**src/verilog/conv_pkg.sv**
```systemverilog
// geometry, widths and scalar types for the convolution stage
// IMG_W and IMG_H here are only defaults; the top level takes them as parameters
// flattened buses put channel 0 in the least significant slice
`default_nettype none

package conv_pkg;

    // ====================
    // geometry
    // ====================
    localparam int IMG_W  = 6;
    localparam int IMG_H  = 6;
    localparam int KSIZE  = 3;
    localparam int CI     = 2;
    localparam int CO     = 2;

    // ====================
    // widths
    // ====================
    localparam int PIX_BW  = 8;
    localparam int W_BW    = 8;
    localparam int B_BW    = 16;
    // 8+8 product plus 5 bits of growth for 18 terms
    localparam int ACC_BW  = 21;
    localparam int OUT_BW  = 16;
    localparam int PROD_BW = PIX_BW + W_BW;

    // scalar types
    typedef logic signed [PIX_BW-1:0] pix_t;
    typedef logic signed [W_BW-1:0]   weight_t;
    typedef logic signed [B_BW-1:0]   bias_t;
    typedef logic signed [ACC_BW-1:0] acc_t;
    typedef logic        [OUT_BW-1:0] fmap_t;

    // flattened bus widths
    // window order is channel, row, column with the oldest row first
    localparam int WIN_N       = CI * KSIZE * KSIZE;
    localparam int IN_BW       = CI * PIX_BW;
    localparam int WIN_BW      = WIN_N * PIX_BW;
    localparam int CH_WGT_BW   = WIN_N * W_BW;
    // output channel is the outermost weight index
    localparam int WGT_BW      = CO * CH_WGT_BW;
    localparam int BIAS_BUS_BW = CO * B_BW;
    localparam int ACC_BUS_BW  = CO * ACC_BW;
    localparam int OUT_BUS_BW  = CO * OUT_BW;

endpackage

`default_nettype wire

```
**src/verilog/conv_channel_mac.sv**
```systemverilog
// dot product of one window with one output channel's weights
// two pipeline stages, one new window accepted every cycle
// weights must stay constant while windows are in flight
`timescale 1ns/1ps
`default_nettype none

module conv_channel_mac (
    input  logic                             clk,
    input  logic                             reset_n,
    input  logic                             i_win_valid,
    input  logic [conv_pkg::WIN_BW-1:0]      i_window,
    input  logic [conv_pkg::CH_WGT_BW-1:0]   i_weight,
    output logic                             o_acc_valid,
    output conv_pkg::acc_t                   o_acc
);

    localparam int N      = conv_pkg::WIN_N;
    localparam int PIX_BW = conv_pkg::PIX_BW;
    localparam int W_BW   = conv_pkg::W_BW;

    logic signed [conv_pkg::PROD_BW-1:0] prod_q [N];
    logic [1:0]                          valid_sr;
    conv_pkg::acc_t                      sum_c;

    // ====================
    // stage 1: products
    // ====================
    always_ff @(posedge clk) begin
        if (i_win_valid) begin
            for (int n = 0; n < N; n++) begin
                prod_q[n] <= conv_pkg::pix_t'(i_window[n*PIX_BW +: PIX_BW]) *
                             conv_pkg::weight_t'(i_weight[n*W_BW +: W_BW]);
            end
        end
    end

    // ====================
    // stage 2: sum
    // ====================
    // sign-extend each product into the accumulator width
    always_comb begin
        sum_c = '0;
        for (int n = 0; n < N; n++) begin
            sum_c = sum_c + conv_pkg::acc_t'(prod_q[n]);
        end
    end

    always_ff @(posedge clk) begin
        if (valid_sr[0]) begin
            o_acc <= sum_c;
        end
    end

    // valid follows the data through both stages
    always_ff @(posedge clk or negedge reset_n) begin
        if (!reset_n) begin
            valid_sr <= 2'b00;
        end else begin
            valid_sr <= {valid_sr[0], i_win_valid};
        end
    end

    assign o_acc_valid = valid_sr[1];

endmodule

`default_nettype wire

```
**config.mk**
```make
export PLATFORM = sky130hd
export DESIGN_NAME = conv_channel_mac
export DESIGN_NICKNAME = d
export VERILOG_FILES = /design/src/verilog/conv_pkg.sv /design/src/verilog/conv_channel_mac.sv
export SDC_FILE = /design/constraint.sdc
export NUM_CORES = 2
export LEC_CHECK = 0
export BUFFER_PORTS_ARGS = -buffer_cell sky130_fd_sc_hd__buf_4
export CORE_ASPECT_RATIO = 0.5
export CORE_MARGIN = 2
export CORE_UTILIZATION = 50
export DETAILED_ROUTE_END_ITERATION = 8
export PLACE_DENSITY = 0.79
export SLEW_MARGIN = 5
export SYNTH_ARGS = -nofsm -noshare
export SYNTH_HDL_FRONTEND = slang
export SYNTH_SLANG_ARGS = --single-unit
```
**constraint.sdc**
```tcl
create_clock -name clk -period 6.6 [get_ports clk]
set_input_delay 0.66 -clock clk [delete_from_list [all_inputs] [get_ports clk]]
set_output_delay 0.66 -clock clk [all_outputs]
set_load 0.005 [all_outputs]
```
# After elaboration in Yosys (flattened, before gate mapping)
# Memory sizes are Yosys's and may differ from the RTL's.
# Cells that the tools add are included.
[word_totals]
elab_cells = 40
input_bits = 291
memories = 1
out_inout_bits = 22
mem_bits_rw = 288
regBits = 23
[mem_list]
columns = ["name", "words", "word_bits", "read_ports", "rd_ports_with_merged_regs", "write_ports", "line", "source"]
rows = [
  ["prod_q", 18, 16, 18, 0, 18, "conv_channel_mac.sv:21", "logic signed [conv_pkg::PROD_BW-1:0] prod_q [N];"],
]
[classes]
mux = 2
addsub = 17
n_mul = 18
[ops]
columns = ["op", "n"]
rows = [
  ["8-bit by 8-bit multiplier with 16-bit output", 18],
  ["21-bit by 16-bit adder with 21-bit output", 12],
  ["20-bit by 16-bit adder with 21-bit output", 1],
  ["19-bit by 16-bit adder with 20-bit output", 1],
  ["18-bit by 16-bit adder with 19-bit output", 1],
  ["17-bit by 16-bit adder with 18-bit output", 1],
  ["16-bit by 16-bit adder with 17-bit output", 1],
  ["1-bit 2-to-1 mux", 2],
]

# Longest topological paths before layout
[logic_depth]
depth_word = 17
mapped_depth = 20
depth_no_buf = 19

# Least setup slack after synthesis
# Ideal clock, no wire load.
[synth_timing]
path_kind = "register to register"
from = "mem prod_q[3][11] (netlist bit)"
to = "reg o_acc[18] (data pin)"
period_less_slack_ps = 5295
n_path_buf = 0
arrival_ps = 5034
path_slack_ps = 1305
required_time_ps = 6339
path_stages_with_launch = 20
setup_ps = 261
cell_sequence = "edfxtp_1 inv_1 fa_1 inv_1 fa_1 inv_1 fa_1 inv_1 fa_1 fa_1 inv_1 fa_1 inv_1 ha_1 a21oi_1 o21ai_1 a211o_1 a211oi_2 nor3_1 a311o_1"
[synth_rtl]
columns = ["item", "line", "source"]
rows = [
  ["start, declared", "conv_channel_mac.sv:21", ""],
  ["end signal, assigned", "conv_channel_mac.sv:50", "o_acc <= sum_c;"],
  ["end, declared", "conv_channel_mac.sv:14", "output conv_pkg::acc_t o_acc"],
]

==> impl_metrics.toml <==
[sta]
tightest_slew_ps = 1038
final-max-slew-violation-count = 0
holdWs_ps = 409.5
maxClockFrequency_mhz = 175.2
timing.max_slew.rel_slack = 0.3082
hold_viol = 0
report.final.setup_viol = 0
rsz0062_at_grt = "false"
final.min_clock_period_ps = 5707
final_cycle_share = 0.8647
finalClockSkew_ps = 24.55
accumulated_negative_setup_slack_ps = 0

[yosys]
yosys_warnings = 0
yosys-top-cells-area = "sky130_fd_sc_hd__fa_1 41%, sky130_fd_sc_hd__edfxtp_1 15%, sky130_fd_sc_hd__ha_1 11%"
flip_flop_cell_with_the_highest_count_after_synthesis = "sky130_fd_sc_hd__edfxtp_1"
ys_seq_area_frac = 0.1527
netlist_area_before_placement_um2 = 61090
syn_nets = 8088
ys_ff_latch = 311
post_synth.cell_area_avg_um2 = 10.19
yosys-top-cells-count = "1700 x sky130_fd_sc_hd__inv_1, 1255 x sky130_fd_sc_hd__fa_1, 683 x sky130_fd_sc_hd__and2_1"
cell_with_the_most_instances_after_synthesis = "sky130_fd_sc_hd__inv_1"
netlist-cell-type-count = 63
asyncSetResetFlopFracSynth = 0.006431
synthDominantCellAreaShare = 0.4113
synth_enable_flop_cells = 309
syn_inst = 5994
synth.largest_area_cell = "sky130_fd_sc_hd__fa_1"

[floorplan]
core_area_um2 = 120800
top_level_ports = 313
rows = 90
die_w_um = 498.3
initial_utilization = 0.5056
design.die.area_um2 = 125200
die_h_um = 251.2

[worst_setup_path]
required_arrival_time_at_the_worst_endpoint_ps = 6940
critical_path.reg2reg.startpoint = "prod_q[7][3]$_DFFE_PP_"
reg2reg_slack_ps = 890
worstSetupStartpointType = "register"
crit_arrival_ps = 6040
crit_type = "reg2reg"
critPathMaxFanout = 4
r2r.worst_path.cells = 15
critPathCaptureType = "register"
worstReg2RegEnd = "o_acc[11]$_DFFE_PP_"

[route]
drt_wl_total_um = 134200
final_routed_drc_violation_total = 0
routed-via-count = 40290
postRouteAntennaNets = 0
detail_route.vias_per_cell = 5.064
wl_per_cell_um = 16.86
drt_iter0_markers = 2617
drtPass1Iterations = 5

[flow_run]
total_of_max_cap_violations = 0

[layout]
layout-drive-gt1-share = 0.06134
final_util = 0.5491
fillers = 10350
layout.nets = 8416
layout-area-overhead-vs-synth_pct = 8.615
layout.cell_area.non_filler_um2 = 66350

[placement]
placement_stage_cell_area_um2 = 65420
buffer_ports.inserted = 312
place_congestion = 0.9425
place.detailed.hpwl_um = 117500

[clock_tree]
later_pin_clock_latency_in_the_skew_report_ps = 600
tritoncts_clock_tree = "yes"
clock_sink_count = 311
cts-resized-gates = 0
cts_setup_buffers = 0
cts_buffers = 27
clk_pin_slew_ps = 70
clock-root-buffer = "sky130_fd_sc_hd__clkbuf_16"
max-clock-path-buffers = 3
htree_num_levels = 1

[min_path]
worst_hold_path_type = "in2async"

[outcome]
status = "completed"

[grt]
antenna_found_initial = 8
overall_global_routing_usage = 0.2243
via_count_of_the_first_global_routing_pass = 43410
first_pass_grt_wire_length_um = 223800
global_route.overflow_total = 0
grt_max_degree = 176
-- logic make-up after synthesis --
group / synth area share
adders and majority gates: 0.5235
AOI/OAI and AO/OA: 0.04111
and+or+nand+nor: 0.1324
DFF: 0.1527
muxes: 0.001331
buffers and inverters: 0.1054
xor gates and xnor gates: 0.04359
-- critical path: stages (launching register included) --
cell	delay [ps]
sky130_fd_sc_hd__edfxtp_1	410
sky130_fd_sc_hd__fa_1	640
sky130_fd_sc_hd__fa_1	490
sky130_fd_sc_hd__fa_1	690
sky130_fd_sc_hd__fa_1	480
sky130_fd_sc_hd__fa_1	490
sky130_fd_sc_hd__inv_1	60
sky130_fd_sc_hd__fa_1	520
sky130_fd_sc_hd__inv_1	60
sky130_fd_sc_hd__ha_1	280
sky130_fd_sc_hd__a21oi_1	220
sky130_fd_sc_hd__nor2_1	120
sky130_fd_sc_hd__o211ai_2	270
sky130_fd_sc_hd__nand2_1	120
sky130_fd_sc_hd__a2111oi_0	490
sky130_fd_sc_hd__nor2_1	120
-- cells in the final DEF, fill, tap and decap left out, types with 22 or more instances in the layout --
cell type                   count
sky130_fd_sc_hd__xnor2_1      274
sky130_fd_sc_hd__and2_1       683
sky130_fd_sc_hd__fa_1        1255
sky130_fd_sc_hd__nor2_1       119
sky130_fd_sc_hd__inv_1       1700
sky130_fd_sc_hd__nand3_1       31
sky130_fd_sc_hd__a21oi_1      102
sky130_fd_sc_hd__nand2_1      360
sky130_fd_sc_hd__o21ai_0       83
sky130_fd_sc_hd__clkbuf_16     27
sky130_fd_sc_hd__xor2_1        30
sky130_fd_sc_hd__a21o_1        45
sky130_fd_sc_hd__nor2b_1       55
sky130_fd_sc_hd__nor3_1        22
sky130_fd_sc_hd__edfxtp_1     309
sky130_fd_sc_hd__ha_1         548
sky130_fd_sc_hd__nand2b_1     136
sky130_fd_sc_hd__buf_4        311
-- per-layer routing --
layer	share of wire	vias to the layer above	GRT usage	routed length [um]
li1	-	18580	-	-
met1	0.40	20640	0.2870	53420
met2	0.52	864	0.4010	69100
met3	0.059	189	0.03336	7878
met4	0.028	8	0.05383	3718
met5	0.00035	-	0	47
-- layout make-up --
class | count | area [um2] | area share
sequential | 311 | 9329 | 0.1406
timing repair buffer | 314 | 2380 | 0.03587
clock buffer | 37 | 753.2 | 0.01135
multi-input combinational | 3968 | 45320 | 0.6831
tap | 1610 | 2014 | 0.03036
inverter | 1700 | 6381 | 0.09617
clock inverter | 12 | 161.4 | 0.002433
antenna | 4 | 10.01 | 0.0001509
-- what timing repair did --
| action | 4_1_cts | 5_1_grt |
|---|---|---|
| endpoints found under the hold margin | 2 | 0 |
| hold buffers | 1 | 0 |
| endpoints found under the setup margin | 0 | 0 |
-- registers in the layout (all words and copies together), names as in the netlist --
| name | cells |
|---|---|
| o_acc | 21 |
| valid_sr | 2 |
| prod_q | 288 |
-- stage by stage --
| stage | worst slack (ps) | std cells |
|---|---|---|
| 5_1_grt | 748.5 | 7955 |
| 2_1_floorplan | 1305 | 5994 |
| 3_5_place_dp | 1024 | 7902 |
| 6_report | 892.8 | 7956 |
| 3_3_place_gp | 1140 | 7902 |
| 4_1_cts | 965.6 | 7952 |
-- worst max-delay path by stage --
stage / startpoint / endpoint / slack [ps] / cells after the start
detailed placement: prod_q[3][11]$_DFFE_PP_ / o_acc[18]$_DFFE_PP_ / 1020 / 19
global placement: prod_q[3][11]$_DFFE_PP_ / o_acc[18]$_DFFE_PP_ / 1140 / 19
CTS: prod_q[3][2]$_DFFE_PP_ / o_acc[20]$_DFFE_PP_ / 970 / 19
floorplan: prod_q[3][11]$_DFFE_PP_ / o_acc[18]$_DFFE_PP_ / 1310 / 19
finish: prod_q[7][3]$_DFFE_PP_ / o_acc[11]$_DFFE_PP_ / 890 / 15
global route: prod_q[3][2]$_DFFE_PP_ / o_acc[14]$_DFFE_PP_ / 750 / 19
Power is left out: the tool's default activity adds up to more than one toggle a clock period on the data nets, which glitch-free logic cannot reach.
