$ cat src/verilog/conv_pkg.sv
// geometry, widths and scalar types for the convolution stage
// IMG_W and IMG_H here are only defaults; the top level takes them as parameters
// flattened buses put channel 0 in the least significant slice
`default_nettype none

package conv_pkg;

    // ====================
    // geometry
    // ====================
    localparam int IMG_W  = 6;
    localparam int IMG_H  = 6;
    localparam int KSIZE  = 3;
    localparam int CI     = 2;
    localparam int CO     = 2;

    // ====================
    // widths
    // ====================
    localparam int PIX_BW  = 8;
    localparam int W_BW    = 8;
    localparam int B_BW    = 16;
    // 8+8 product plus 5 bits of growth for 18 terms
    localparam int ACC_BW  = 21;
    localparam int OUT_BW  = 16;
    localparam int PROD_BW = PIX_BW + W_BW;

    // scalar types
    typedef logic signed [PIX_BW-1:0] pix_t;
    typedef logic signed [W_BW-1:0]   weight_t;
    typedef logic signed [B_BW-1:0]   bias_t;
    typedef logic signed [ACC_BW-1:0] acc_t;
    typedef logic        [OUT_BW-1:0] fmap_t;

    // flattened bus widths
    // window order is channel, row, column with the oldest row first
    localparam int WIN_N       = CI * KSIZE * KSIZE;
    localparam int IN_BW       = CI * PIX_BW;
    localparam int WIN_BW      = WIN_N * PIX_BW;
    localparam int CH_WGT_BW   = WIN_N * W_BW;
    // output channel is the outermost weight index
    localparam int WGT_BW      = CO * CH_WGT_BW;
    localparam int BIAS_BUS_BW = CO * B_BW;
    localparam int ACC_BUS_BW  = CO * ACC_BW;
    localparam int OUT_BUS_BW  = CO * OUT_BW;

endpackage

`default_nettype wire

$ cat src/verilog/conv_bias_relu.sv
// bias add, ReLU and saturation to the unsigned output width
// all output channels share one valid strobe
`timescale 1ns/1ps
`default_nettype none

module conv_bias_relu (
    input  logic                              clk,
    input  logic                              reset_n,
    input  logic                              i_acc_valid,
    input  logic [conv_pkg::ACC_BUS_BW-1:0]   i_acc,
    input  logic [conv_pkg::BIAS_BUS_BW-1:0]  i_bias,
    output logic                              o_ot_valid,
    output logic [conv_pkg::OUT_BUS_BW-1:0]   o_ot_fmap
);

    localparam int CO     = conv_pkg::CO;
    localparam int ACC_BW = conv_pkg::ACC_BW;
    localparam int B_BW   = conv_pkg::B_BW;
    localparam int OUT_BW = conv_pkg::OUT_BW;
    // one bit of headroom over the wider operand
    localparam int SUM_BW = ((ACC_BW > B_BW) ? ACC_BW : B_BW) + 1;
    localparam logic signed [SUM_BW-1:0] FMAP_MAX = SUM_BW'((1 << OUT_BW) - 1);

    logic [conv_pkg::OUT_BUS_BW-1:0] fmap_c;

    always_comb begin
        logic signed [SUM_BW-1:0] sum;
        conv_pkg::fmap_t          pt;
        fmap_c = '0;
        for (int c = 0; c < CO; c++) begin
            sum = conv_pkg::acc_t'(i_acc[c*ACC_BW +: ACC_BW]) +
                  conv_pkg::bias_t'(i_bias[c*B_BW +: B_BW]);
            // negative goes to zero, overflow saturates
            if (sum[SUM_BW-1]) begin
                pt = '0;
            end else if (sum > FMAP_MAX) begin
                pt = '1;
            end else begin
                pt = sum[OUT_BW-1:0];
            end
            fmap_c[c*OUT_BW +: OUT_BW] = pt;
        end
    end

    // ====================
    // output register
    // ====================
    always_ff @(posedge clk) begin
        if (i_acc_valid) begin
            o_ot_fmap <= fmap_c;
        end
    end

    always_ff @(posedge clk or negedge reset_n) begin
        if (!reset_n) begin
            o_ot_valid <= 1'b0;
        end else begin
            o_ot_valid <= i_acc_valid;
        end
    end

endmodule

`default_nettype wire

$ cat config.mk
export PLATFORM = sky130hd
export DESIGN_NAME = conv_bias_relu
export DESIGN_NICKNAME = d
export VERILOG_FILES = /design/src/verilog/conv_pkg.sv /design/src/verilog/conv_bias_relu.sv
export SDC_FILE = /design/constraint.sdc
export NUM_CORES = 1
export LEC_CHECK = 0
export BUFFER_PORTS_ARGS = -buffer_cell sky130_fd_sc_hd__buf_2
export CORE_AREA = 5 5 86 95
export DETAILED_ROUTE_END_ITERATION = 10
export DIE_AREA = 0 0 91 100
export PLACE_DENSITY = 0.77
export SYNTH_ARGS = -nofsm -noshare
export SYNTH_HDL_FRONTEND = slang
export SYNTH_SLANG_ARGS = --single-unit
export TNS_END_PERCENT = 20
$ cat constraint.sdc
create_clock -name clk -period 1.2 [get_ports clk]
set_input_delay 0.24 -clock clk [delete_from_list [all_inputs] [get_ports clk]]
set_output_delay 0.24 -clock clk [all_outputs]
set_load 0.1 [all_outputs]
* After elaboration in Yosys (flattened, before gate mapping)
Index checks and enable logic that the tools add are counted.
Operators by class: $add $sub $neg 2, magnitude comparators 2, muxes and demuxes 2
Operators by type and width (number):
- $add A21 B16 Y22 | 2
- $gt A22 B17 Y1 const B | 2
- $mux W16 | 2
Word-level totals: bits in registers 33, bits of input ports 77, output and inout bits 33

* Logic depth before layout (Yosys ltp)
word-level depth 3, mapped depth 12, gate-level depth less buffers 10

* Worst setup path before layout
Ideal clock, no wire load.
path kind input -> register, from in i_acc[0] (netlist bit), to reg o_ot_fmap[14] (netlist bit), data pin, arrival 2.819 ns, data required time 0.926 ns, path slack -1.893 ns, stages on the path 11, buffers on the path 1, cells stage by stage ha_1 -> fa_1 -> a211oi_1 -> o211ai_1 -> a2111o_1 -> o311a_1 -> a221oi_2 -> xor2_1 -> nor4b_4 -> buf_2 -> a21oi_1
On the way: longest elaborated chain between the ends 3
Ends and longest elaborated chain:
- start: declaration | RTL line conv_bias_relu.sv:10 | input logic [conv_pkg::ACC_BUS_BW-1:0] i_acc,
- $add A21 B16 Y22 (*) | RTL line conv_bias_relu.sv:31 | sum = conv_pkg::acc_t'(i_acc[c*ACC_BW +: ACC_BW]) +
- $gt A22 B17 Y1 | RTL line conv_bias_relu.sv:36 | end else if (sum > FMAP_MAX) begin
- $mux W16 | RTL line conv_bias_relu.sv:36
- end signal: assignment | RTL line conv_bias_relu.sv:50 | o_ot_fmap <= fmap_c;
- end: declaration | RTL line conv_bias_relu.sv:13 | output logic [conv_pkg::OUT_BUS_BW-1:0] o_ot_fmap
Every way passes the cells marked *; elsewhere a longest branch is shown, timed or not. A chain may end at the register's enable or synchronous reset.

* Worst setup path after layout
from in i_bias[0] (netlist bit), to reg o_ot_fmap[5] (netlist bit), data pin
On the way: longest elaborated chain between the ends 3
Ends and longest elaborated chain:
- start: declaration | RTL line conv_bias_relu.sv:11 | input logic [conv_pkg::BIAS_BUS_BW-1:0] i_bias,
- $add A21 B16 Y22 (*) | RTL line conv_bias_relu.sv:31
- $gt A22 B17 Y1 | RTL line conv_bias_relu.sv:36
- $mux W16 | RTL line conv_bias_relu.sv:36
Marked as above.

==> summary.txt <==
Logic synthesis
  – Netlist cell types: 52
  – Syn Nets: between 500 and 600
  – Register area share after synthesis: 0.2871
  – Synth Cell Area: 3435 um^2
  – Async set-reset flop share out of synthesis: 0.03030
  – FF+latch count, synth: 33
  – Synthesis warning total: 0
  – Top FF cell, synth: edfxtp_1
  – Syn Area/Cell: 9.038 um^2
  – Cells after Synth: between 300 and 400
  – EDFF count, synth: 32

GRT
  – GRT overflow: 0
  – Vias in the first global route: 4456
  – Largest net degree at the start of global routing: 34
  – Overall Global Routing Usage: 0.2900
  – First-pass GRT wire length: roughly 21 mm
  – Antenna violations before repair: 0

Floorplan
  – Die area: roughly 9000 um^2
  – Ports: 110
  – Site Rows: 32
  – Die Height: ~100 um
  – Core area: around 7000 um^2
  – Die width: around 90 um
  – Initial Utilization: 0.4902

Setup path
  – Worst EP arrival: approximately 3 ns
  – Top delay family on crit path: compound AO/OA/AOI/OAI gates
  – Crit-path cells: buf_8 -> ha_4 -> fa_2 -> a211oi_2 -> o211ai_1 -> a2111o_1 -> o311a_1 -> a221oi_2 -> xor2_1 -> nor4b_4 -> buf_4 -> clkbuf_16 -> a21oi_4
  – Buf/Inv on CP: 3
  – Critical path startpoint: i_bias[0]
  – Worst setup path end: o_ot_fmap[5]
  – Critical path's slowest cell: a2111o_1
  – WP data required: between 1 and 1.5 ns
  – Kind of critical path: input port to flop
  – Crit-path max cell delay: a little under 0.4 ns
  – Critical Path Start Type: input port
  – Max FO, Critical Path: 8
  – Kind of end point of the critical path: flop
  – Worst path depth: 13

Finish
  – Final core utilization: 0.8545
  – Fillers: ~360
  – Most frequent cells in the layout: 134 x buf_4, 72 x buf_2, 49 x a21oi_1
  – Antenna diodes: 0
  – Layout cells sized above 1: 0.4720
  – Commonest non-fill, non-tap cell in the layout: buf_4
  – Synth-to-Final Area Change: 74.32%
  – Nets: roughly 750

Power
  – Worst VDD drop: between 1 and 1.5 mV
  – Leak: 2.824 nW
  – Sw Share: 0.4551
  – Sequential fraction of design power: 0.223
  – Pint: around 4.2 mW
  – Power Total: between 7 and 8 mW
  – Psw: between 3 and 4 mW
  – Pwr per Cell Area: between 1000 and 1500 nW/um^2
  – Clock power frac: 0.154
  – Combinational Power Share: 0.623

Routing
  – # DRC: 0
  – WL final: 14.67 mm
  – DRT met1 WL: between 4 and 5 mm
  – Antenna-violating nets left: 0
  – Via Count: 4434
  – Vias per cell: roughly 6.2
  – Routed WL per cell: just over 20 um
  – First-pass detailed-route iteration total: 7
  – Initial DRC count: around 360
  – Top sig layer: met4
  – Met2 routed WL: 7.580 mm
  – Met3 wire len: roughly 1.1 mm

Clock tree
  – Clk root buf: clkbuf_8
  – Clock Pin Slew Worst Setup and Hold Paths: 0.08 ns
  – H-Tree Depth: 2
  – CTS Buffer Depth: 2
  – CTS tree: built
  – TritonCTS Buffers: 5
  – Sinks on Clock Net: 33

Placement
  – GP Congestion: between 0.9 and 1
  – Post-DP HPWL: 9.819 mm
  – Port bufs: 109

Timing
  – RSZ-0062 raised after global routing: yes
  – Highest clock rate: between 300 and 400 MHz
  – TNS Setup: -51.97 ns
  – Relative slew slack: 0.6885
  – Final setup fails: 38
  – Slew at the pin closest to its max-slew limit: 0.4624 ns
  – Final hold vios: 0
  – Minimum clock period: roughly 2.9 ns
  – Tcrit/Tclk final: 2.422
  – Hold Slack: around 0.22 ns
  – PnR worst setup slack: -1.707 ns
  – Max-slew violation count: 0

Hold path
  – Min-delay worst type: input port to asynchronous set/reset pin

Flow run
  – MaxCap Viol Count: 0

Run status
  – Violations in the final reports: setup timing
  – Status: complete, but fails checks
==> how the worst min path moves through the flow <==
stage	startpoint	endpoint	slack (ns)	depth (start not counted)
after global routing	reset_n	o_ot_valid	0.22	2
final	reset_n	o_ot_valid	0.22	2
after floorplan	reset_n	o_ot_valid	-0.06	0
after detailed placement	reset_n	o_ot_valid	0.02	1
after CTS	reset_n	o_ot_valid	0.24	2
after global placement	reset_n	o_ot_valid	0.02	1
==> kinds of logic (layout without fill, tap and decap cells) <==
logic type / count (synthesis) / count (layout) / share of synthesized area
and+or+nand+nor: 86 / 86 / 0.1250
xor gates and xnor gates: 32 / 32 / 0.08160
buffers and inverters: 21 / 266 / 0.02623
AOI/OAI and AO/OA: 161 / 161 / 0.3064
muxes: 3 / 3 / 0.009107
DFF: 33 / 33 / 0.2871
adders and majority gates: 44 / 44 / 0.1647
==> flip-flops by register name (all words and copies together), names as in the netlist <==
register / flops
o_ot_fmap: 32
o_ot_valid: 1
==> metrics by stage <==
stage	instance area (um^2)	std cells	setup WS, ns
finish	5987	710	-1.707
global route	5987	710	-1.813
CTS	5843	708	-1.647
detailed placement	5634	697	-1.949
global placement	5634	697	-1.851
floorplan	3501	380	-1.758
==> per-layer routing <==
layer  up-vias  global-route usage
li1       1950                   -
met1      2080              0.3017
met4         0              0.1603
met3        96             0.05622
met2       308              0.5422
met5         -                   0
==> repair_timing <==
action / in CTS / in global routing
setup buffers: 1 / 1
hold buffers: 1 / 0
cloned: 1 / 1
gates resized for setup: 14 / 26
endpoints found under the hold margin: 1 / 0
pin swaps: 11 / 11
endpoints found under the setup margin: 34 / 39
==> final cells by class <==
type / instances / area, um^2 / area share
flip-flops and latches: 33 / 985.9 / 0.1647
well taps: 85 / 106.4 / 0.01776
multi-input cells: 326 / 2551 / 0.4261
clock inverters: 1 / 30.03 / 0.005016
inverters: 8 / 30.03 / 0.005016
clock buffers: 7 / 86.33 / 0.01442
repair buffers: 250 / 2197 / 0.3670
==> synth_stat cells (2+ instances only) <==
cell type | instances | area share
a2111oi_0 | 2 | 0.0051
a211oi_1 | 5 | 0.011
a21boi_0 | 5 | 0.011
a21o_1 | 16 | 0.035
a21oi_1 | 64 | 0.093
a31oi_1 | 3 | 0.0055
a41o_1 | 2 | 0.0058
and2_1 | 3 | 0.0055
and3_1 | 4 | 0.0073
and4_1 | 2 | 0.0051
buf_2 | 3 | 0.0044
clkbuf_1 | 9 | 0.0098
edfxtp_1 | 32 | 0.28
fa_1 | 2 | 0.012
ha_1 | 42 | 0.15
inv_1 | 8 | 0.0087
mux2i_1 | 2 | 0.0058
nand2_1 | 27 | 0.030
nand3_1 | 8 | 0.012
nand4_1 | 4 | 0.0073
nor2_1 | 22 | 0.024
nor3_1 | 5 | 0.0073
nor4_1 | 2 | 0.0036
o211ai_1 | 7 | 0.015
o21a_1 | 19 | 0.042
o21ai_0 | 20 | 0.029
o21bai_1 | 4 | 0.0087
o221ai_1 | 2 | 0.0051
o31ai_1 | 2 | 0.0044
or2_2 | 2 | 0.0036
xnor2_1 | 15 | 0.038
xor2_1 | 17 | 0.043
==> power by group through the flow <==
stage / logic (mW) / clock network [mW] / registers (mW)
4_1_cts: 4.56 / 1.14 / 1.71
6_report: 4.80 / 1.18 / 1.71
5_1_grt: 5.00 / 1.22 / 1.72
3_5_place_dp: 4.45 / 0 / 1.72
2_1_floorplan: 1.26 / 0 / 2.95
3_3_place_gp: 4.31 / 0 / 1.72
Power figures use the tool's default switching activity.
