File: src/verilog/conv_pkg.sv
// geometry, widths and scalar types for the convolution stage
// IMG_W and IMG_H here are only defaults; the top level takes them as parameters
// flattened buses put channel 0 in the least significant slice
`default_nettype none

package conv_pkg;

    // ====================
    // geometry
    // ====================
    localparam int IMG_W  = 6;
    localparam int IMG_H  = 6;
    localparam int KSIZE  = 3;
    localparam int CI     = 2;
    localparam int CO     = 2;

    // ====================
    // widths
    // ====================
    localparam int PIX_BW  = 8;
    localparam int W_BW    = 8;
    localparam int B_BW    = 16;
    // 8+8 product plus 5 bits of growth for 18 terms
    localparam int ACC_BW  = 21;
    localparam int OUT_BW  = 16;
    localparam int PROD_BW = PIX_BW + W_BW;

    // scalar types
    typedef logic signed [PIX_BW-1:0] pix_t;
    typedef logic signed [W_BW-1:0]   weight_t;
    typedef logic signed [B_BW-1:0]   bias_t;
    typedef logic signed [ACC_BW-1:0] acc_t;
    typedef logic        [OUT_BW-1:0] fmap_t;

    // flattened bus widths
    // window order is channel, row, column with the oldest row first
    localparam int WIN_N       = CI * KSIZE * KSIZE;
    localparam int IN_BW       = CI * PIX_BW;
    localparam int WIN_BW      = WIN_N * PIX_BW;
    localparam int CH_WGT_BW   = WIN_N * W_BW;
    // output channel is the outermost weight index
    localparam int WGT_BW      = CO * CH_WGT_BW;
    localparam int BIAS_BUS_BW = CO * B_BW;
    localparam int ACC_BUS_BW  = CO * ACC_BW;
    localparam int OUT_BUS_BW  = CO * OUT_BW;

endpackage

`default_nettype wire

File: src/verilog/conv_line_buffer.sv
// raster-order line buffer and 3x3 window builder, stride 1, no padding
// IMG_W and IMG_H must be at least KSIZE; no back-pressure on the input
// window is valid one cycle after the registered pixel that completes it
`timescale 1ns/1ps
`default_nettype none

module conv_line_buffer #(
    parameter int IMG_W = conv_pkg::IMG_W,
    parameter int IMG_H = conv_pkg::IMG_H
) (
    input  logic                          clk,
    input  logic                          reset_n,
    input  logic                          i_in_valid,
    input  logic [conv_pkg::IN_BW-1:0]    i_in_fmap,
    output logic                          o_win_valid,
    output logic [conv_pkg::WIN_BW-1:0]   o_window
);

    localparam int K      = conv_pkg::KSIZE;
    localparam int CI     = conv_pkg::CI;
    localparam int PIX_BW = conv_pkg::PIX_BW;
    localparam int COL_W  = (IMG_W > 1) ? $clog2(IMG_W) : 1;
    localparam int ROW_W  = (IMG_H > 1) ? $clog2(IMG_H) : 1;

    // ====================
    // input register
    // ====================
    logic                       in_valid_q;
    logic [conv_pkg::IN_BW-1:0] in_pix_q;

    always_ff @(posedge clk or negedge reset_n) begin
        if (!reset_n) begin
            in_valid_q <= 1'b0;
        end else begin
            in_valid_q <= i_in_valid;
        end
    end

    // pixel payload, held between strobes
    always_ff @(posedge clk) begin
        if (i_in_valid) begin
            in_pix_q <= i_in_fmap;
        end
    end

    // ====================
    // position counters
    // ====================
    logic [COL_W-1:0] col;
    logic [ROW_W-1:0] row;
    logic             win_hit;

    // wrap at frame end so the next frame can follow back to back
    always_ff @(posedge clk or negedge reset_n) begin
        if (!reset_n) begin
            col <= '0;
            row <= '0;
        end else if (in_valid_q) begin
            if (col == COL_W'(IMG_W - 1)) begin
                col <= '0;
                if (row == ROW_W'(IMG_H - 1)) begin
                    row <= '0;
                end else begin
                    row <= row + 1'b1;
                end
            end else begin
                col <= col + 1'b1;
            end
        end
    end

    // current pixel is a window's bottom-right corner
    assign win_hit = in_valid_q && (int'(row) >= K - 1) && (int'(col) >= K - 1);

    // ====================
    // line buffer
    // ====================
    conv_pkg::pix_t line_buf [CI][K][IMG_W];

    // rows move up one slot at this column, new pixel lands in the bottom row
    always_ff @(posedge clk) begin
        if (in_valid_q) begin
            for (int k = 0; k < CI; k++) begin
                for (int j = 0; j < K - 1; j++) begin
                    line_buf[k][j][col] <= line_buf[k][j+1][col];
                end
                line_buf[k][K-1][col] <= conv_pkg::pix_t'(in_pix_q[k*PIX_BW +: PIX_BW]);
            end
        end
    end

    // ====================
    // window register
    // ====================
    // columns left of col are already shifted, column col is not yet
    always_ff @(posedge clk) begin
        int c0;
        c0 = int'(col) - (K - 1);
        if (win_hit) begin
            for (int k = 0; k < CI; k++) begin
                for (int j = 0; j < K; j++) begin
                    for (int i = 0; i < K; i++) begin
                        if (i < K - 1) begin
                            o_window[((k*K + j)*K + i)*PIX_BW +: PIX_BW] <= line_buf[k][j][c0 + i];
                        end else if (j < K - 1) begin
                            o_window[((k*K + j)*K + i)*PIX_BW +: PIX_BW] <= line_buf[k][j+1][col];
                        end else begin
                            // newest pixel straight from the input register
                            o_window[((k*K + j)*K + i)*PIX_BW +: PIX_BW] <=
                                in_pix_q[k*PIX_BW +: PIX_BW];
                        end
                    end
                end
            end
        end
    end

    always_ff @(posedge clk or negedge reset_n) begin
        if (!reset_n) begin
            o_win_valid <= 1'b0;
        end else begin
            o_win_valid <= win_hit;
        end
    end

endmodule

`default_nettype wire

File: config.mk
export PLATFORM = sky130hd
export DESIGN_NAME = conv_line_buffer
export DESIGN_NICKNAME = d
export VERILOG_FILES = /design/src/verilog/conv_pkg.sv /design/src/verilog/conv_line_buffer.sv
export SDC_FILE = /design/constraint.sdc
export NUM_CORES = 1
export LEC_CHECK = 0
export ABC_AREA = 1
export BUFFER_PORTS_ARGS = -buffer_cell sky130_fd_sc_hd__buf_2
export CAP_MARGIN = 20
export CORE_MARGIN = 4
export CORE_UTILIZATION = 50
export DETAILED_ROUTE_END_ITERATION = 12
export MAX_ROUTING_LAYER = met4
export PLACE_DENSITY = 0.7
export SLEW_MARGIN = 20
export SYNTH_ARGS = -nofsm -noshare
export SYNTH_HDL_FRONTEND = slang
export SYNTH_SLANG_ARGS = --single-unit
File: constraint.sdc
create_clock -name clk -period 7.6 [get_ports clk]
set_input_delay 2.28 -clock clk [delete_from_list [all_inputs] [get_ports clk]]
set_output_delay 2.28 -clock clk [all_outputs]
set_load 0.01 [all_outputs]
# Word-level counts from Yosys, hierarchy flattened
# Memories as Yosys holds them, arrays and structs flattened.
# Cells that the tools add are included.
# op_classes
add_sub_neg,4
magnitude_cmp,6
eq_ne,2
mux,54
bitwise_logic,3
reduce_logical,4
# ops
cell,count
$bmux W8 S3,16
$mux W8,33
$ge A32 B4 Y1 const B,2
$not A32 Y32,2
$mux W48,1
$demux W8 S3,1
$add A3 B1 Y3 const B,2
$eq A3 B3 Y1 const B,2
$ge A3 B2 Y1 const B,2
$mux W3,2
$add A4 B2 Y5 const B,1
$ge A4 B4 Y1 const B,1
$lt A4 B1 Y1 const B,1
$not A3 Y4,1
$sub A3 B2 Y4 const B,1
$logic_and A1 B1 Y1,3
$reduce_and A2 Y1,1
$mux W1,1
# totals
register_bits,168
ram_bits,288
inputBits,19
output_inout_bits,145
word_cells,80
mem_count,1
# mem_list
memory,depth,width,rd,rd_clocked_by_memory_dff,write_ports,line,rtl
line_buf,2,144,2,0,2,conv_line_buffer.sv:78,conv_pkg::pix_t line_buf [CI][K][IMG_W];

# Logic depth before layout (Yosys ltp)
# logic_depth
ltp_word,6
depth_mapped,14
depth_no_buf,8

# Least setup slack after synthesis
# Ideal clock, no wire load.
# synth_path
path_kind,register -> register
start,register col[1]
end,register o_win_valid
setup_ns,0.757
arrival_ns,7.142
required_time_ns,6.843
path_slack_ns,-0.299
path_stages_with_launch,8
n_path_buf,2
period_less_slack_ns,7.899
path_cell_list,dfrtp_1 -> inv_2 -> buf_4 -> buf_2 -> ha_1 -> inv_1 -> a21oi_1 -> nor2_1
# synth_via
elab_chain_cells,2
# synth_rtl
element,line,rtl
"start, declared",conv_line_buffer.sv:49,logic [COL_W-1:0] col;
"start signal, assigned",conv_line_buffer.sv:67,col <= col + 1'b1;
$ge A3 B2 Y1,conv_line_buffer.sv:73,assign win_hit = in_valid_q && (int'(row) >= K - 1) && (int'(col) >= K - 1);
$logic_and A1 B1 Y1,conv_line_buffer.sv:73,
via win_hit,conv_line_buffer.sv:51,logic win_hit;
"end signal, assigned",conv_line_buffer.sv:122,o_win_valid <= win_hit;
"end, declared",conv_line_buffer.sv:15,"output logic o_win_valid,"
# The timed path passes the listed nets, and every way through them passes these cells.
# A chain may end at the register's enable or synchronous reset.

# Worst setup path after layout
# layout_path
start,register col[0]
end,"register o_window[134] (netlist bit), data pin"
# layout_via
elab_chain_cells,6
# layout_rtl
element,line,rtl
$sub A3 B2 Y4,conv_line_buffer.sv:98,c0 = int'(col) - (K - 1);
$add A4 B2 Y5,conv_line_buffer.sv:104,o_window[((k*K + j)*K + i)*PIX_BW +: PIX_BW] <= line_buf[k][j][c0 + i];
$not A32 Y32 (implied by the code),conv_line_buffer.sv:104,
$bmux W8 S3,conv_line_buffer.sv:104,
$mux W8 (implied by the code) (2 in series),conv_line_buffer.sv:104,
"end signal, assigned by index",conv_line_buffer.sv:104,
"end signal, assigned by index",conv_line_buffer.sv:106,o_window[((k*K + j)*K + i)*PIX_BW +: PIX_BW] <= line_buf[k][j+1][col];
"end signal, assigned by index",conv_line_buffer.sv:109,o_window[((k*K + j)*K + i)*PIX_BW +: PIX_BW] <=
"end, declared",conv_line_buffer.sv:16,output logic [conv_pkg::WIN_BW-1:0] o_window
# No other way between the ends. The select of a mux whose other input is x is not followed.

==> flow_metrics.tcl <==
set metrics [dict create \
    core_region_area_sq_um 41100 \
    fin_util_pct 57.2 \
    clkSlewWorstSetupHoldPaths_ps 60 \
    initial_core_util_pct 50.9 \
    cts_made_buffers 47 \
    path_common_cell "nand2_1" \
    cts_buffer_depth 3 \
    yosysTopAreaCell "edfxtp_1" \
    dieArea_sq_um 45200 \
    fillCellCount 3446 \
    power_frac_seq_pct 37.4 \
    setup-violations-final 0 \
    slew_violations 0 \
    cts-resized-gates 0 \
    required_ps 7920 \
    die_height_um 213 \
    synth_seq_area_share_pct 65.3 \
    synth.top_cell.area_share_pct 64.3 \
    finalHoldViolCount 0 \
    comb_power_share_pct 43.1 \
    die_x_um 213 \
    p_leak_uw 0.0102 \
    hpwl_mm 29.8 \
    yosysWarnings 0 \
    yosys.area_share.simple_pct 23.6 \
    holdCritPathClass "flip-flop to flip-flop" \
    synth-xor-area-share_pct 0.120 \
    worstPathArrival_ps 4710 \
    cts_max_level 2 \
    setup_slack_ps 3210 \
    syn_area_sq_um 20900 \
    grt_pass1_vias 14900 \
    power_switching_share_pct 42.6 \
    totalWireLength_mm 53.0 \
    path_cells "inv_6 > ha_4 > buf_16 > inv_4 > buf_4 > nand2_1 > nand3_1 > nand2_1 > nand2_1 > nand2_1" \
    ys_top_cells_by_area "edfxtp_1, nand2_1, nand3_1" \
    start_kind "flip-flop" \
    place.gp.congestion 0.854 \
    synth.mux.area_fraction_pct 0 \
    io_buffers 163 \
    synthAdderAreaFrac_pct 0.359 \
    cp_max_fo 101 \
    grt_start_max_net_pins 110 \
    pre_cts_slack_ps 3200 \
    max_cap_violations 0 \
    postCtsSetupBuffers 0 \
    fin_hold_ws_ps 518 \
    nets 2269 \
    max_freq_mhz 228 \
    cp-end-kind "flip-flop" \
    grt_pass1_wl_mm 81.5 \
    synth_cell_types 23 \
    cpMaxStageDelayCell "inv_4" \
    grt-ovfl-total 0 \
    switchingPower_uw 4920 \
    synth_fp_nets 2162 \
    viasPerCell 5.55 \
    critPathKind "flip-flop to flip-flop" \
    drc 0 \
    row_count 74 \
    grt_setup_unrepaired "false" \
    p_clk_share_pct 19.5 \
    syn2layout_area_growth_pct 12.4 \
    drive_gt1_share_pct 11.8 \
    status "finished clean" \
    antenna_found_initial 1 \
    clockRootBuffer "clkbuf_16" \
    cts_tree "done" \
    clk_latency_ps 580 \
    worst_path_largest_cell_delay_ps 770 \
    avgSynthCellArea_sq_um 9.79 \
    netlist_instances 2137 \
    first_pass_iters 6 \
    peakVddDrop_uv 608 \
    route.vias.total 15600 \
    ys_ff_latch 456 \
    skew_ps 13.2 \
    synth_compound_area_share_pct 2.70 \
    drtIter0Drc 1707 \
    track_usage_pct 23.8 \
    cts_hold_buf 0 \
    fin_setup_tns_ps 0 \
    tightest_slew_ps 1110 \
    synth_top_family_by_area "simple AND/OR/NAND/NOR gates" \
    intPower_uw 6610 \
    min_period_ps 4390 \
    max-slew-margin-rel_pct 26.3 \
    io_pins 164 \
    postRouteAntennaNets 0 \
    p_per_area_nw_per_um2 491 \
    finalCritPeriodShare_pct 57.7 \
    clkSinkCount 456 \
    finalPower_uw 11500 \
    avgRoutedWirePerCell_um 18.8 \
]
worst paths after layout:
kind | startpoint | end | slack (ps) | depth (start not counted)
worst max-delay path | col[0] | o_window[134] | 3210 | 10
worst min-delay path | row[0] | row[0] | 520 | 1
worst max register to register | col[0] | o_window[134] | 3210 | 10
worst min register to register | row[0] | row[0] | 520 | 1
max in group asynchronous | reset_n | col[0] | 5810 | 1
min in group asynchronous | reset_n | col[1] | 1570 | 1
power by group through the flow:
stage / logic, uW / clock network [uW] / registers, uW
6_report: 4970 / 2250 / 4310
2_1_floorplan: 3240 / 0 / 4430
5_1_grt: 5480 / 2390 / 4380
3_5_place_dp: 4870 / 0 / 4360
4_1_cts: 4900 / 2300 / 4320
3_3_place_gp: 4740 / 0 / 4360
metrics by stage:
stage	instances	area, sq um
6_report	2813	23500
5_1_grt	2813	23500
4_1_cts	2809	23400
3_5_place_dp	2724	21900
3_3_place_gp	2724	21900
2_1_floorplan	2137	20900
final cells by class:
class | count | area [sq um] | share of cell area (%)
clock inverter | 25 | 225 | 0.958
multi-input combinational | 1304 | 5710 | 24.3
antenna | 1 | 2.50 | 0.0106
clock buffer | 60 | 1270 | 5.39
sequential | 456 | 13700 | 58.1
timing repair buffer | 183 | 1020 | 4.35
tap | 532 | 666 | 2.83
inverter | 252 | 958 | 4.08
synth_stat cells, drive strengths merged:
cell / number
a21boi: 1
a21oi: 2
buf: 98
clkbuf: 27
dfrtp: 8
edfxtp: 448
ha: 6
inv: 252
nand2: 810
nand3: 370
nor2: 12
o211ai: 16
o21ai: 84
o22ai: 1
xnor2: 2
worst max-delay path: cells and delay by family, from the launching register on:
kind	cells	cell delay, ps
AND/OR/NAND/NOR	5	450
flip-flops	1	730
adder cells (fa/ha/maj)	1	450
buffers and inverters	4	2400
layout by cell type, fill, tap and decap left out, types with 6 or more instances in the layout:
cell type,Yosys,final
nand2_1,810,810
o211ai_1,16,16
nand3_1,370,370
clkbuf_16,0,49
buf_2,61,163
o21ai_1,34,34
clkbuf_1,27,11
buf_4,14,16
clkinv_2,0,9
dfrtp_1,8,6
clkinv_1,0,8
nor2_4,0,9
inv_1,247,247
o21ai_0,50,50
edfxtp_1,448,448
cells by family after synthesis:
family / count (synthesis)
xor gates and xnor gates: 2
and+or+nand+nor: 1192
AOI/OAI and AO/OA: 104
DFF: 456
adders and majority gates: 6
buffers and inverters: 377
routing by layer:
layer | up-vias | wire length [um] | track usage [%] | share of wire, %
li1 | 7274 | - | - | -
met1 | 7383 | 21500 | 31.5 | 41
met5 | - | 0 | - | 0
met4 | 0 | 1440 | 8.11 | 2.7
met2 | 827 | 25300 | 38.3 | 48
met3 | 128 | 4740 | 3.57 | 9.0
flip-flops by register name, indices dropped and copies added (netlist names):
| name | cells |
|---|---|
| col | 3 |
| in_valid_q | 1 |
| o_win_valid | 1 |
| line_buf | 288 |
| in_pix_q | 16 |
| o_window | 144 |
| row | 3 |
Power figures use the tool's default switching activity.
